## config.mk

```make
export PLATFORM = sky130hd
export DESIGN_NAME = pdp8_core
export DESIGN_NICKNAME = d
export VERILOG_FILES = /design/src/logic/isa_pkg.sv /design/src/logic/ctrl_pkg.sv /design/src/logic/instr_decode.sv /design/src/logic/seq_control.sv /design/src/logic/reg_datapath.sv /design/src/logic/pdp8_core.sv
export SDC_FILE = /design/constraint.sdc
export NUM_CORES = 1
export LEC_CHECK = 0
export ABC_AREA = 1
export BUFFER_PORTS_ARGS = -buffer_cell sky130_fd_sc_hd__buf_2
export CORE_MARGIN = 4
export CORE_UTILIZATION = 35
export DETAILED_ROUTE_END_ITERATION = 6
export HOLD_SLACK_MARGIN = 0.05
export PLACE_DENSITY = 0.53
export SLEW_MARGIN = 20
export SYNTH_ARGS = -nofsm -noshare
export SYNTH_HDL_FRONTEND = slang
export SYNTH_SLANG_ARGS = --single-unit
```

## constraint.sdc

```tcl
create_clock -name clock -period 4.2 [get_ports clock]
set_input_delay 0 -clock clock [delete_from_list [all_inputs] [get_ports clock]]
set_output_delay 0 -clock clock [all_outputs]
set_load 0.05 [all_outputs]
```

## src/logic/isa_pkg.sv

```systemverilog
/* Machine word and address types, opcode enum, decoded instruction,
   architectural register view and memory request structs */
package isa_pkg;

  typedef logic [11:0] word_t;
  typedef logic [11:0] addr_t;

  localparam word_t HALT_WORD = 12'o7402;  // HLT microinstruction

  typedef enum logic [2:0] {
    OP_AND = 3'o0,
    OP_TAD = 3'o1,
    OP_ISZ = 3'o2,
    OP_DCA = 3'o3,
    OP_JMS = 3'o4,
    OP_JMP = 3'o5,
    OP_IOT = 3'o6,
    OP_OPR = 3'o7
  } opcode_e;

  typedef struct packed {
    opcode_e op;
    logic    indirect;   // IR bit 8
    logic    is_halt;
    logic    mem_ref;    // AND through JMP
    addr_t   direct_ea;  // Zero page or current page
  } decoded_t;

  typedef struct packed {
    word_t ac;
    logic  link;
    addr_t pc;
  } regs_t;

  typedef struct packed {
    addr_t addr;
    word_t wdata;
    logic  read_enable;
    logic  write_enable;
  } mem_req_t;

endpackage

```

## src/logic/ctrl_pkg.sv

```systemverilog
/* Sequencer states, per-register control codes and the control word
   passed from sequencer to datapath */
package ctrl_pkg;

  typedef enum logic [4:0] {
    REG_INIT, CPU_IDLE,
    LD_PC_1, LD_AC_1,
    FETCH_1, FETCH_2, FETCH_3, DECODE,
    CAL_EA_1, EA_IND_1, EA_IND_2,
    AND_1, AND_2, AND_3,
    TAD_1, TAD_2, TAD_3,
    ISZ_1, ISZ_2, ISZ_3, ISZ_4, ISZ_5, ISZ_6,
    DCA_1, DCA_2, DCA_3,
    JMS_1, JMS_2,
    JMP_1,
    HALT
  } seq_state_e;

  typedef enum logic [2:0] {AC_NC, AC_CLEAR, AC_AND, AC_TAD, AC_SWREG} ac_ctrl_e;

  typedef enum logic [1:0] {LK_NC, LK_ZERO, LK_TAD} lk_ctrl_e;

  typedef enum logic [2:0] {
    PC_NC, PC_ZERO, PC_P1, PC_SR, PC_EA, PC_EAP1, PC_SKIP_MB_ZERO
  } pc_ctrl_e;

  typedef enum logic {IR_NC, IR_LD} ir_ctrl_e;

  typedef enum logic [1:0] {EA_NC, EA_DIRECT, EA_IND} ea_ctrl_e;

  typedef enum logic [1:0] {MB_NC, MB_RD, MB_INC} mb_ctrl_e;

  typedef enum logic [1:0] {WD_NC, WD_AC, WD_PC, WD_MB} wd_ctrl_e;

  typedef enum logic [1:0] {AD_NC, AD_PC, AD_EA} ad_ctrl_e;

  typedef struct packed {
    ac_ctrl_e ac_ctrl;
    lk_ctrl_e lk_ctrl;
    pc_ctrl_e pc_ctrl;
    ir_ctrl_e ir_ctrl;
    ea_ctrl_e ea_ctrl;
    mb_ctrl_e mb_ctrl;
    wd_ctrl_e wd_ctrl;
    ad_ctrl_e ad_ctrl;
    logic     read_enable;
    logic     write_enable;
  } ctrl_t;

  localparam ctrl_t CTRL_NOP = '{
    ac_ctrl: AC_NC, lk_ctrl: LK_NC, pc_ctrl: PC_NC, ir_ctrl: IR_NC,
    ea_ctrl: EA_NC, mb_ctrl: MB_NC, wd_ctrl: WD_NC, ad_ctrl: AD_NC,
    read_enable: 1'b0, write_enable: 1'b0
  };

endpackage

```

## src/logic/instr_decode.sv

```systemverilog
/* Instruction decoder: opcode split, halt and memory-reference flags,
   direct effective address */
`timescale 1ns/1ps

module instr_decode
  import isa_pkg::*;
(
  input  word_t    ir,
  input  addr_t    pc,
  output decoded_t dec
);

  logic       cur_page;
  logic [6:0] offset;
  logic [4:0] page;
  opcode_e    op;

  assign op       = opcode_e'(ir[11:9]);
  assign cur_page = ir[7];
  assign offset   = ir[6:0];

  // PC has already been incremented past the instruction
  assign page = cur_page ? pc[11:7] : 5'b0;

  always_comb begin
    dec.op        = op;
    dec.indirect  = ir[8];
    dec.is_halt   = (ir == HALT_WORD);
    dec.mem_ref   = (op != OP_IOT) && (op != OP_OPR);
    dec.direct_ea = {page, offset};
  end

endmodule

```

## src/logic/seq_control.sv

```systemverilog
/* Moore sequencer for front-panel actions, fetch, effective address
   and memory-reference execution */
`timescale 1ns/1ps

module seq_control
  import isa_pkg::*;
  import ctrl_pkg::*;
(
  input  logic     clock,
  input  logic     resetN,
  input  logic     run,
  input  logic     step,
  input  logic     loadpc,
  input  logic     loadac,
  input  logic     mem_finished,
  input  decoded_t dec,
  output ctrl_t    ctrl,
  output logic     cpu_idle,
  output logic     halt
);

  seq_state_e state_q, state_d;
  seq_state_e exec_state;
  logic       mem_busy;

  always_ff @(posedge clock or negedge resetN) begin
    if (!resetN) state_q <= REG_INIT;
    else         state_q <= state_d;
  end

  // First execute state of a memory-reference instruction
  always_comb begin
    case (dec.op)
      OP_AND:  exec_state = AND_1;
      OP_TAD:  exec_state = TAD_1;
      OP_ISZ:  exec_state = ISZ_1;
      OP_DCA:  exec_state = DCA_1;
      OP_JMS:  exec_state = JMS_1;
      default: exec_state = JMP_1;
    endcase
  end

  always_comb begin
    state_d = state_q;
    case (state_q)
      REG_INIT: state_d = CPU_IDLE;
      CPU_IDLE: begin
        if (run || step) state_d = FETCH_1;
        else if (loadpc) state_d = LD_PC_1;
        else if (loadac) state_d = LD_AC_1;
      end
      LD_PC_1:  state_d = CPU_IDLE;
      LD_AC_1:  state_d = CPU_IDLE;
      FETCH_1:  state_d = FETCH_2;
      FETCH_2:  if (mem_finished) state_d = FETCH_3;
      FETCH_3:  state_d = DECODE;
      DECODE: begin
        if (dec.is_halt)      state_d = HALT;
        else if (dec.mem_ref) state_d = CAL_EA_1;
        else                  state_d = CPU_IDLE;  // IOT and OPR as no-ops
      end
      CAL_EA_1: state_d = dec.indirect ? EA_IND_1 : exec_state;
      EA_IND_1: state_d = EA_IND_2;
      EA_IND_2: if (mem_finished) state_d = exec_state;
      AND_1:    state_d = AND_2;
      AND_2:    if (mem_finished) state_d = AND_3;
      AND_3:    state_d = CPU_IDLE;
      TAD_1:    state_d = TAD_2;
      TAD_2:    if (mem_finished) state_d = TAD_3;
      TAD_3:    state_d = CPU_IDLE;
      ISZ_1:    state_d = ISZ_2;
      ISZ_2:    if (mem_finished) state_d = ISZ_3;
      ISZ_3:    state_d = ISZ_4;
      ISZ_4:    state_d = ISZ_5;
      ISZ_5:    if (mem_finished) state_d = ISZ_6;
      ISZ_6:    state_d = CPU_IDLE;
      DCA_1:    state_d = DCA_2;
      DCA_2:    if (mem_finished) state_d = DCA_3;
      DCA_3:    state_d = CPU_IDLE;
      JMS_1:    state_d = JMS_2;
      JMS_2:    if (mem_finished) state_d = CPU_IDLE;
      JMP_1:    state_d = CPU_IDLE;
      HALT:     state_d = CPU_IDLE;
      default:  state_d = CPU_IDLE;
    endcase
  end

  // Control codes depend on state only
  always_comb begin
    ctrl     = CTRL_NOP;
    cpu_idle = 1'b0;
    halt     = 1'b0;
    case (state_q)
      REG_INIT: begin
        ctrl.ac_ctrl = AC_CLEAR;
        ctrl.lk_ctrl = LK_ZERO;
        ctrl.pc_ctrl = PC_ZERO;       // Loads the reset PC
      end
      CPU_IDLE: cpu_idle = 1'b1;
      LD_PC_1:  ctrl.pc_ctrl = PC_SR;
      LD_AC_1:  ctrl.ac_ctrl = AC_SWREG;
      FETCH_1:  ctrl.ad_ctrl = AD_PC;
      FETCH_2: begin
        ctrl.read_enable = 1'b1;
        ctrl.mb_ctrl     = MB_RD;
      end
      FETCH_3: begin
        ctrl.ir_ctrl = IR_LD;
        ctrl.pc_ctrl = PC_P1;
      end
      CAL_EA_1: ctrl.ea_ctrl = EA_DIRECT;
      EA_IND_1: ctrl.ad_ctrl = AD_EA;
      EA_IND_2: begin
        ctrl.read_enable = 1'b1;
        ctrl.ea_ctrl     = EA_IND;       // Pointer word becomes the EA
      end
      AND_1, TAD_1, ISZ_1: ctrl.ad_ctrl = AD_EA;
      AND_2, TAD_2, ISZ_2: begin
        ctrl.read_enable = 1'b1;
        ctrl.mb_ctrl     = MB_RD;
      end
      AND_3:    ctrl.ac_ctrl = AC_AND;
      TAD_3: begin
        ctrl.ac_ctrl = AC_TAD;
        ctrl.lk_ctrl = LK_TAD;
      end
      ISZ_3:    ctrl.mb_ctrl = MB_INC;
      ISZ_4:    ctrl.wd_ctrl = WD_MB;
      ISZ_5:    ctrl.write_enable = 1'b1;
      ISZ_6:    ctrl.pc_ctrl = PC_SKIP_MB_ZERO;
      DCA_1: begin
        ctrl.ad_ctrl = AD_EA;
        ctrl.wd_ctrl = WD_AC;
      end
      DCA_2:    ctrl.write_enable = 1'b1;
      DCA_3:    ctrl.ac_ctrl = AC_CLEAR;
      JMS_1: begin
        ctrl.ad_ctrl = AD_EA;
        ctrl.wd_ctrl = WD_PC;         // Return address
      end
      JMS_2: begin
        ctrl.write_enable = 1'b1;
        ctrl.pc_ctrl      = PC_EAP1;
      end
      JMP_1:    ctrl.pc_ctrl = PC_EA;
      HALT: begin
        halt     = 1'b1;
        cpu_idle = 1'b1;
      end
      default: ;
    endcase
  end

  assign mem_busy = ctrl.read_enable | ctrl.write_enable;

  a_rd_wr_excl: assert property (@(posedge clock) disable iff (!resetN)
    !(ctrl.read_enable && ctrl.write_enable))
    else $error("read and write enable high together");

  // Wait states hold until memory answers
  a_wait_hold: assert property (@(posedge clock) disable iff (!resetN)
    mem_busy && !mem_finished |=> state_q == $past(state_q))
    else $error("memory wait state left without mem_finished");

endmodule

```

## src/logic/reg_datapath.sv

```systemverilog
/* Register datapath: AC, link, PC, IR, MB, EA, write data and address
   registers driven by the sequencer control codes */
`timescale 1ns/1ps

module reg_datapath
  import isa_pkg::*;
  import ctrl_pkg::*;
#(
  parameter addr_t RESET_PC = 12'o0200
) (
  input  logic     clock,
  input  logic     resetN,
  input  ctrl_t    ctrl,
  input  decoded_t dec,
  input  word_t    switch_reg,
  input  word_t    read_data,
  output word_t    ir,
  output mem_req_t mem_req,
  output regs_t    regs
);

  word_t       ac_q;
  logic        link_q;
  addr_t       pc_q;
  word_t       ir_q;
  word_t       mb_q;
  addr_t       ea_q;
  word_t       wd_q;
  addr_t       ad_q;
  logic [12:0] tad_sum;
  logic        mem_busy;

  assign tad_sum = {1'b0, ac_q} + {1'b0, mb_q};

  // Architectural state
  always_ff @(posedge clock or negedge resetN) begin
    if (!resetN) begin
      ac_q   <= '0;
      link_q <= 1'b0;
      pc_q   <= RESET_PC;
    end else begin
      case (ctrl.ac_ctrl)
        AC_CLEAR: ac_q <= '0;
        AC_AND:   ac_q <= ac_q & mb_q;
        AC_TAD:   ac_q <= tad_sum[11:0];
        AC_SWREG: ac_q <= switch_reg;
        default:  ;
      endcase

      case (ctrl.lk_ctrl)
        LK_ZERO: link_q <= 1'b0;
        LK_TAD:  link_q <= link_q ^ tad_sum[12];  // Carry complements link
        default: ;
      endcase

      case (ctrl.pc_ctrl)
        PC_ZERO:         pc_q <= RESET_PC;
        PC_P1:           pc_q <= pc_q + 12'd1;
        PC_SR:           pc_q <= switch_reg;
        PC_EA:           pc_q <= ea_q;
        PC_EAP1:         pc_q <= ea_q + 12'd1;
        PC_SKIP_MB_ZERO: if (mb_q == '0) pc_q <= pc_q + 12'd1;
        default:         ;
      endcase
    end
  end

  // Working registers
  always_ff @(posedge clock) begin
    if (ctrl.ir_ctrl == IR_LD) ir_q <= mb_q;

    case (ctrl.ea_ctrl)
      EA_DIRECT: ea_q <= dec.direct_ea;
      EA_IND:    ea_q <= read_data;
      default:   ;
    endcase

    case (ctrl.mb_ctrl)
      MB_RD:   mb_q <= read_data;  // Last load lands on mem_finished
      MB_INC:  mb_q <= mb_q + 12'd1;
      default: ;
    endcase

    case (ctrl.wd_ctrl)
      WD_AC:   wd_q <= ac_q;
      WD_PC:   wd_q <= pc_q;
      WD_MB:   wd_q <= mb_q;
      default: ;
    endcase

    case (ctrl.ad_ctrl)
      AD_PC:   ad_q <= pc_q;
      AD_EA:   ad_q <= ea_q;
      default: ;
    endcase
  end

  assign ir = ir_q;

  assign regs = '{ac: ac_q, link: link_q, pc: pc_q};

  assign mem_req = '{
    addr:         ad_q,
    wdata:        wd_q,
    read_enable:  ctrl.read_enable,
    write_enable: ctrl.write_enable
  };

  assign mem_busy = ctrl.read_enable | ctrl.write_enable;

  a_req_stable: assert property (@(posedge clock) disable iff (!resetN)
    mem_busy |=> !mem_busy || ($stable(ad_q) && $stable(wd_q)))
    else $error("memory address or write data changed during a request");

endmodule

```

## src/logic/pdp8_core.sv

```systemverilog
/* Core top level: decoder, sequencer and register datapath */
`timescale 1ns/1ps

module pdp8_core
  import isa_pkg::*;
  import ctrl_pkg::*;
#(
  parameter addr_t RESET_PC = 12'o0200
) (
  input  logic     clock,
  input  logic     resetN,
  input  logic     run,
  input  logic     step,
  input  logic     loadpc,
  input  logic     loadac,
  input  word_t    switch_reg,
  input  word_t    read_data,
  input  logic     mem_finished,
  output mem_req_t mem_req,
  output regs_t    regs,
  output logic     cpu_idle,
  output logic     halt
);

  word_t    ir;
  decoded_t dec;
  ctrl_t    ctrl;

  instr_decode u_decode (
    .ir  (ir),
    .pc  (regs.pc),
    .dec (dec)
  );

  seq_control u_seq (
    .clock        (clock),
    .resetN       (resetN),
    .run          (run),
    .step         (step),
    .loadpc       (loadpc),
    .loadac       (loadac),
    .mem_finished (mem_finished),
    .dec          (dec),
    .ctrl         (ctrl),
    .cpu_idle     (cpu_idle),
    .halt         (halt)
  );

  reg_datapath #(
    .RESET_PC (RESET_PC)
  ) u_datapath (
    .clock      (clock),
    .resetN     (resetN),
    .ctrl       (ctrl),
    .dec        (dec),
    .switch_reg (switch_reg),
    .read_data  (read_data),
    .ir         (ir),
    .mem_req    (mem_req),
    .regs       (regs)
  );

endmodule

```

==> results of run 1 <==
==> kinds of logic (layout without fill, tap and decap cells) <==
family          after synthesis  count (layout)  share of synthesized area (%)
compound gates              126             126                           13.5
xor+xnor                      6               6                          0.898
fa+ha+maj                    19              19                           4.19
buf+inv                     120             225                           8.23
flops                        90              90                           43.6
simple gates                405             405                           29.6
==> metrics by stage <==
step                power, mW  hold WS [ps]  setup slack (ps)
detailed placement       3.65           113              1490
global placement         3.66           117              1560
finish                   4.46          64.3              1400
global route             4.75          70.2              1070
CTS                      4.47          50.4              1460
floorplan                3.01          -296              2150
==> flip-flops by register name (all words and copies together), names as in the netlist <==
name and cells:
u_datapath.ea_q 12, u_seq.state_q 5, u_datapath.pc_q 12, u_datapath.link_q 1
u_datapath.mb_q 12, u_datapath.wd_q 12, u_datapath.ir 12, u_datapath.ac_q 12
u_datapath.ad_q 12
==> cell type report <==
| class | count | area (sq um) |
|---|---|---|
| Inverter | 100 | 375 |
| Timing Repair Buffer | 109 | 663 |
| Tap cell | 220 | 275 |
| Clock inverter | 7 | 57.6 |
| Fill cell | 1782 | 9500 |
| Clock buffer | 9 | 225 |
| Sequential cell | 90 | 2550 |
| Multi-Input combinational cell | 556 | 2820 |
==> power groups by stage <==
| stage | clock network, mW | registers, mW | logic, mW |
|---|---|---|---|
| CTS | 0.821 | 1.51 | 2.14 |
| finish | 0.805 | 1.52 | 2.14 |
| detailed placement | 0 | 1.53 | 2.12 |
| global placement | 0 | 1.53 | 2.13 |
| floorplan | 0 | 1.85 | 1.16 |
| global route | 0.851 | 1.54 | 2.35 |
==> cells in the final DEF (no fill, tap or decap), types with 9 or more instances in the layout <==
master         instances
clkbuf_16              9
inv_1                 96
nor2_1                52
nand3_1               66
nand4_1               17
o221ai_1              12
dfrtp_1               29
o21ai_0               56
buf_2                 83
a21oi_1               17
dlygate4sd3_1         21
ha_1                  18
nor3_1                10
nand2_1              239
edfxtp_1              60
==> metal layers <==
layer	up-vias	track usage (%)	share of wire, %
met5	-	0	0
met4	0	8.37	2.8
met2	193	37.7	47
met1	2721	31.1	44
met3	40	3.73	5.6
li1	2792	-	-
==> worst max-delay path, stage by stage (launching register included) <==
cell and delay [ps]:
dfrtp_1 470, inv_1 100, nor2_2 380, nand2_2 440, o21ai_4 340, ha_1 210
nand2_1 110, nor2_2 220, nand3_1 110, nand2_1 70, inv_1 40, nand2_1 50
nand2_1 40, nand2_1 50, nand2_1 50
==> what timing repair did <==
item / CTS / global route
hold buffers: 21 / 0
hold endpoints to repair: 59 / 0
setup endpoints to repair: 0 / 0
==> how the worst max path moves through the flow <==
stage,end,startpoint,depth (start not counted),slack [ps]
floorplan,u_datapath.ea_q[1]$_DFFE_PP_,u_seq.state_q[2]$_DFFE_PN0P_,11,2150
global placement,u_datapath.mb_q[7]$_DFFE_PP_,u_seq.state_q[4]$_DFFE_PN0P_,8,1560
detailed placement,u_datapath.pc_q[10]$_DFFE_PN0P_,u_seq.state_q[1]$_DFFE_PN0P_,14,1490
CTS,u_datapath.pc_q[10]$_DFFE_PN0P_,u_seq.state_q[1]$_DFFE_PN0P_,14,1460
global route,u_datapath.pc_q[10]$_DFFE_PN0P_,u_seq.state_q[1]$_DFFE_PN0P_,14,1070
finish,u_datapath.pc_q[10]$_DFFE_PN0P_,u_seq.state_q[1]$_DFFE_PN0P_,14,1400
==> metrics.txt, run 1 <==
Netlist Area Pre-Place=0.00585 sq mm; Post-synth EDFFs=60; Main synth FF type=edfxtp_1; Setup-failing EPs final=0; routed vias/inst=5.27; total die area=about 0.019 sq mm; Area contributors post-synth=edfxtp_1 (31%), nand2_1 (15%), dfrtp_1 (12%); RePlAce Congestion=between 0.9 and 1; post-detailed-route count of antenna-violating nets=0; Chip Height=roughly 140 um; Global Route Usage Sum=23.1%; routed wire length=21,400 um; # rows=47; count leader, synth=nand2_1; # placed instances=1,054; largest net degree at the start of global routing=31; Slew HR=47.9%; post-layout util=approximately 42%; Initial Utilization=35.6%; outcome=complete, no violations; Post-Syn Nets=816; first-pass GRT wire length=32,300 um; final period utilization=66.6%; Num CTS Buffers=9; Finished Layout Cells=1,091; post-synth top area share=30.8%; Seq cells post-synth=90; kind of critical path=flop to flop; fin area=between 0.006 and 0.007 sq mm; initial DRC count=550; HP Class=input pin to flop; Vias=5,746; critical path launch point type=flop; initial antenna violation count=0; RSZ-0062 raised after global routing=no; Final Hold Viols=0; R2R Setup Slk=1400 ps; Reg2Reg Depth=14; Hold EP=u_datapath.ac_q[0]$_DFFE_PN0P_; commonest cells in the netlist=nand2_1 (239), inv_1 (96), nand3_1 (66), edfxtp_1 (60), o21ai_0 (56); Layout Skew=9.79 ps; worst-path fanout max=23; Worst EP arrival=between 3000 and 4000 ps; Mean Syn Cell Area=about 7.6 sq um; P_sw=2.25 mW; Area Overhead vs Synth=19.0%; Hold Path Origin=switch_reg[0]; Sw Ratio=50.4%; H-tree levels=3; Chip Width=around 140 um; Worst EP required=4450 ps; Seq/Total Area, Yosys=43.6%; Hold Path Stages=3; Seq pwr share=34.0%; largest area contributor in the netlist=edfxtp_1; fin crit period=2800 ps; later-pin clock latency in the skew report=360 ps; Pint=2.21 mW; Num Clock Sinks=90; async set-reset flop share out of synthesis=33.3%; DP Area=0.00648 sq mm; total grt overflow=0; DRC=0; Post-CTS Setup Repair Bufs=0; VDD IR-drop max=0.396 mV; f_max=0.358 GHz; final net count=roughly 920; antenna diode count=0; PostCTS Resize Cnt=0; drt first pass iters=6; post-DP HPWL=17,000 um; Distinct cells, synth=41; PD cells=640 mW/mm^2; Core Region=0.0165 sq mm; Crit. End Element=flop; layout cells sized above 1=14.1%; Reg-to-Reg Start=u_seq.state_q[1]$_DFFE_PN0P_; vias in the first global route=5,434; Comb pwr share=48.0%; maximum clock path buffer count=2; Slew Limit Fails=0; CTS tree=built; Leak=about 3.2 nW; Ports=84; IO Port Bufs=83; sum of negative setup slack=0 ps; Gate Count Post-Synth=766; Max Cap Viol=0; wire per inst=19.6 um; clock share of power=between 15 and 20%; clock slew at reported path FFs=70 ps; synthesis warning total=0; FF-to-FF End=u_datapath.pc_q[10]$_DFFE_PN0P_; Root Buffer=clkbuf_16; slew at the pin with the worst max-slew slack=just under 800 ps
Power figures use the tool's default switching activity.
==> inputs of run 2 (changes only) <==
--- a/config.mk
+++ b/config.mk
@@ -5,7 +5,7 @@
 export SDC_FILE = /design/constraint.sdc
 export NUM_CORES = 1
 export LEC_CHECK = 0
-export ABC_AREA = 1
+export ABC_AREA = 0
 export BUFFER_PORTS_ARGS = -buffer_cell sky130_fd_sc_hd__buf_2
 export CORE_MARGIN = 4
 export CORE_UTILIZATION = 35
==> constraint.sdc (replaced) <==
create_clock -name clock -period 2.7 [get_ports clock]
set_input_delay 0 -clock clock [delete_from_list [all_inputs] [get_ports clock]]
set_output_delay 0 -clock clock [all_outputs]
set_load 0.05 [all_outputs]
==> run 2 against run 1 <==
Compared with the run above:
- total power grew 94%
- clock skew about the same
- via count fell by 4.6%
- clock power up 50%
- wire length fell by 5.5%
- critical path type unchanged
==> metrics.txt, run 2 <==
outcome=complete, no violations; HP Class=input pin to flop; Final Hold Viols=0 (unchanged); VDD IR-drop max=0.541 mV (+37%); worst-path fanout max=6 (-74%); Mean Syn Cell Area=9.73 sq um (+27%); Post-synth EDFFs=60 (unchanged); Netlist Area Pre-Place=0.00591 sq mm (+0.88%); M1 GR Usage=28.6% (-2.5 points); Vias=5,483 (-4.6%); commonest cells in the netlist=nand2_1 (74), edfxtp_1 (60), nor2_1 (41), o21ai_0 (33), dfrtp_1 (29); Ports=84 (unchanged); Slew Limit Fails=0 (unchanged); Num CTS Buffers=9 (unchanged); DRC=0 (unchanged); Post-Syn Nets=657 (-19%); Layout Skew=10.2 ps (+0.460 ps); Comb pwr share=55.8% (+7.8 points); first-pass GRT wire length=30,400 um (-5.9%); R2R Setup Slk=120 ps (-1280 ps); clock share of power=14.0% (-4.0 points); CP startpoint=u_datapath.mb_q[0]$_DFFE_PP_; maximum clock path buffer count=2 (unchanged); total die area=0.0190 sq mm (+0.82%); wire per inst=21.2 um (+8.2%); Area contributors post-synth=edfxtp_1 (31%), dfrtp_1 (12%), nand2_1 (4.7%); Num Clock Sinks=90 (unchanged); Distinct cells, synth=69 (+68%); Chip Width=138 um (+0.41%); Post-CTS Setup Repair Bufs=0 (unchanged); post-DP HPWL=15,400 um (-9.3%); routed vias/inst=5.75 (+9.2%); H-tree levels=3 (unchanged); routed wire length=20,300 um (-5.5%); Critical path destination=u_datapath.link_q$_DFFE_PN0P_; count leader, synth=nand2_1; Crit. End Element=flop; Gate Count Post-Synth=607 (-21%); layout cells sized above 1=22.9% (+8.8 points); slew at the pin with the worst max-slew slack=1120 ps (+343 ps); Fin Hold WS=257 ps (+192 ps); Global Route Usage Sum=21.4% (-1.7 points); Pint=4.42 mW (+100%); total grt overflow=0 (unchanged); Setup-failing EPs final=0 (unchanged); post-detailed-route count of antenna-violating nets=0 (unchanged); Initial Utilization=35.6% (+0.057 points); M3 GR Usage=3.16% (-0.57 points); Leak=2.95 nW (-7.7%); critical path launch point type=flop; final period utilization=95.4% (+29 points); Seq/Total Area, Yosys=43.2% (-0.38 points); IO Port Bufs=83 (unchanged); Most Crowded Layer GR=met2; RSZ-0062 raised after global routing=no; sum of negative setup slack=0 ps (unchanged); Area Overhead vs Synth=23.1%; Root Buffer=clkbuf_16; Reg2Reg Depth=7 (-7); commonest non-fill, non-tap cells in the layout=buf_2 (83), nand2_1 (74), edfxtp_1 (60); initial DRC count=541 (-1.6%); # rows=47 (unchanged); Main synth FF type=edfxtp_1; vias in the first global route=5,148 (-5.3%); P_sw=4.25 mW (+89%); Worst EP arrival=2800 ps (-240 ps); f_max=0.388 GHz (+8.5%); fin crit period=2580 ps (-219 ps); FF-to-FF End=u_datapath.link_q$_DFFE_PN0P_; later-pin clock latency in the skew report=350 ps (about the same); Seq pwr share=30.3% (-3.7 points); Core Region=0.0166 sq mm (+0.71%); Worst EP required=2930 ps (-1520 ps); RePlAce Congestion=0.921 (-3.3%); PD cells=1190 mW/mm^2 (+86%); kind of critical path=flop to flop; Chip Height=138 um (+0.41%); largest net degree at the start of global routing=43 (+39%); async set-reset flop share out of synthesis=33.3% (unchanged); drt first pass iters=5 (-1); Reg-to-Reg Start=u_datapath.mb_q[0]$_DFFE_PP_; initial antenna violation count=0 (unchanged); post-synth top area share=30.5% (-0.27 points); Seq cells post-synth=90 (unchanged); met2 Usage GRT=35.0% (-2.7 points); final net count=778 (-15%); Slew HR=25.0% (-23 points); clock slew at reported path FFs=70 ps (about the same); largest area contributor in the netlist=edfxtp_1; Max Cap Viol=0 (unchanged); CTS tree=built; synthesis warning total=0 (unchanged); total power=8.67 mW (+94%); Sw Ratio=49.1% (-1.4 points); antenna diode count=0 (unchanged); most common cell after layout, fill and taps aside=buf_2
## run 2: cell count changes after synthesis, moves of 10 or more
cell / previous run / this run
o21ai_0: 56 / 33
nor2_1: 52 / 41
xnor2_1: 0 / 11
nand2_1: 239 / 74
a222oi_1: 0 / 10
a22oi_1: 0 / 16
xor2_1: 6 / 16
clkbuf_1: 11 / 25
nand3_1: 66 / 19
inv_1: 96 / 16
o221ai_1: 12 / 1
mux2i_1: 0 / 11
mux2_2: 0 / 23
## run 2: stage by stage
step	cells	worst slack, ps	utilization (%)	instance area, sq um
after floorplan	607	124	-	5910
after global placement	911	153	40.5	6720
after detailed placement	911	75.2	40.5	6720
after CTS	953	69.1	43.8	7260
after global routing	953	25.6	43.8	7270
final	953	124	43.8	7270
## run 2: critical path: stages, from the launching register on
cell and delay, ps:
edfxtp_1 540, ha_1 310, fa_1 440, a211oi_1 400, o21ai_0 240, a31oi_2 280, a2111o_1 180, o211ai_1 80
## run 2: cells by family (layout without fill, tap and decap cells)
logic type               after synthesis  after routing  synth area share, %
adder cells (fa/ha/maj)               19             19                 4.15
XOR/XNOR                              27             27                 4.00
AO/OA/AOI/OAI                        168            168                 20.2
flip-flops                            90             90                 43.2
buffers and inverters                 60            186                 4.72
AND/OR/NAND/NOR                      209            209                 17.4
multiplexers                          34             34                 6.25
## run 2: timing repair
item | CTS | global route
hold endpoints to repair | 69 | 0
setup endpoints to repair | 0 | 3
hold buffers | 26 | 0
resized for setup | 0 | 2
## run 2: layout make-up
cell class              count  area [sq um]
repair buffers            153          1020
clock inverters             3          23.8
fillers                  1643          9320
flip-flops and latches     90          2550
inverters                  17          63.8
clock buffers              13           250
multi-input cells         457          3080
well taps                 220           275
## run 2: how the worst min path moves through the flow
stage / startpoint / end / slack (ps) / cells past startpoint
after floorplan: resetN / u_datapath.ac_q[0]$_DFFE_PN0P_ / -300 / 0
after CTS: loadac / u_seq.state_q[3]$_DFFE_PN0P_ / 240 / 5
after detailed placement: resetN / u_seq.state_q[4]$_DFFE_PN0P_ / 150 / 1
final: loadac / u_seq.state_q[3]$_DFFE_PN0P_ / 260 / 5
after global routing: loadac / u_seq.state_q[3]$_DFFE_PN0P_ / 310 / 5
after global placement: resetN / u_seq.state_q[4]$_DFFE_PN0P_ / 130 / 1
## run 2: metal layers
metal	vias to the layer above	wire length, um
met4	0	641
met2	210	9530
met5	-	0
met1	2694	8960
met3	42	1120
li1	2537	-
## run 2: power groups by stage
stage          clock network, mW  logic [mW]  registers (mW)
2_1_floorplan                  0        2.66            3.23
4_1_cts                     1.23        4.81            2.61
6_report                    1.21        4.84            2.62
3_3_place_gp                   0        4.72            2.65
5_1_grt                     1.31        5.24            2.66
3_5_place_dp                   0        4.76            2.64
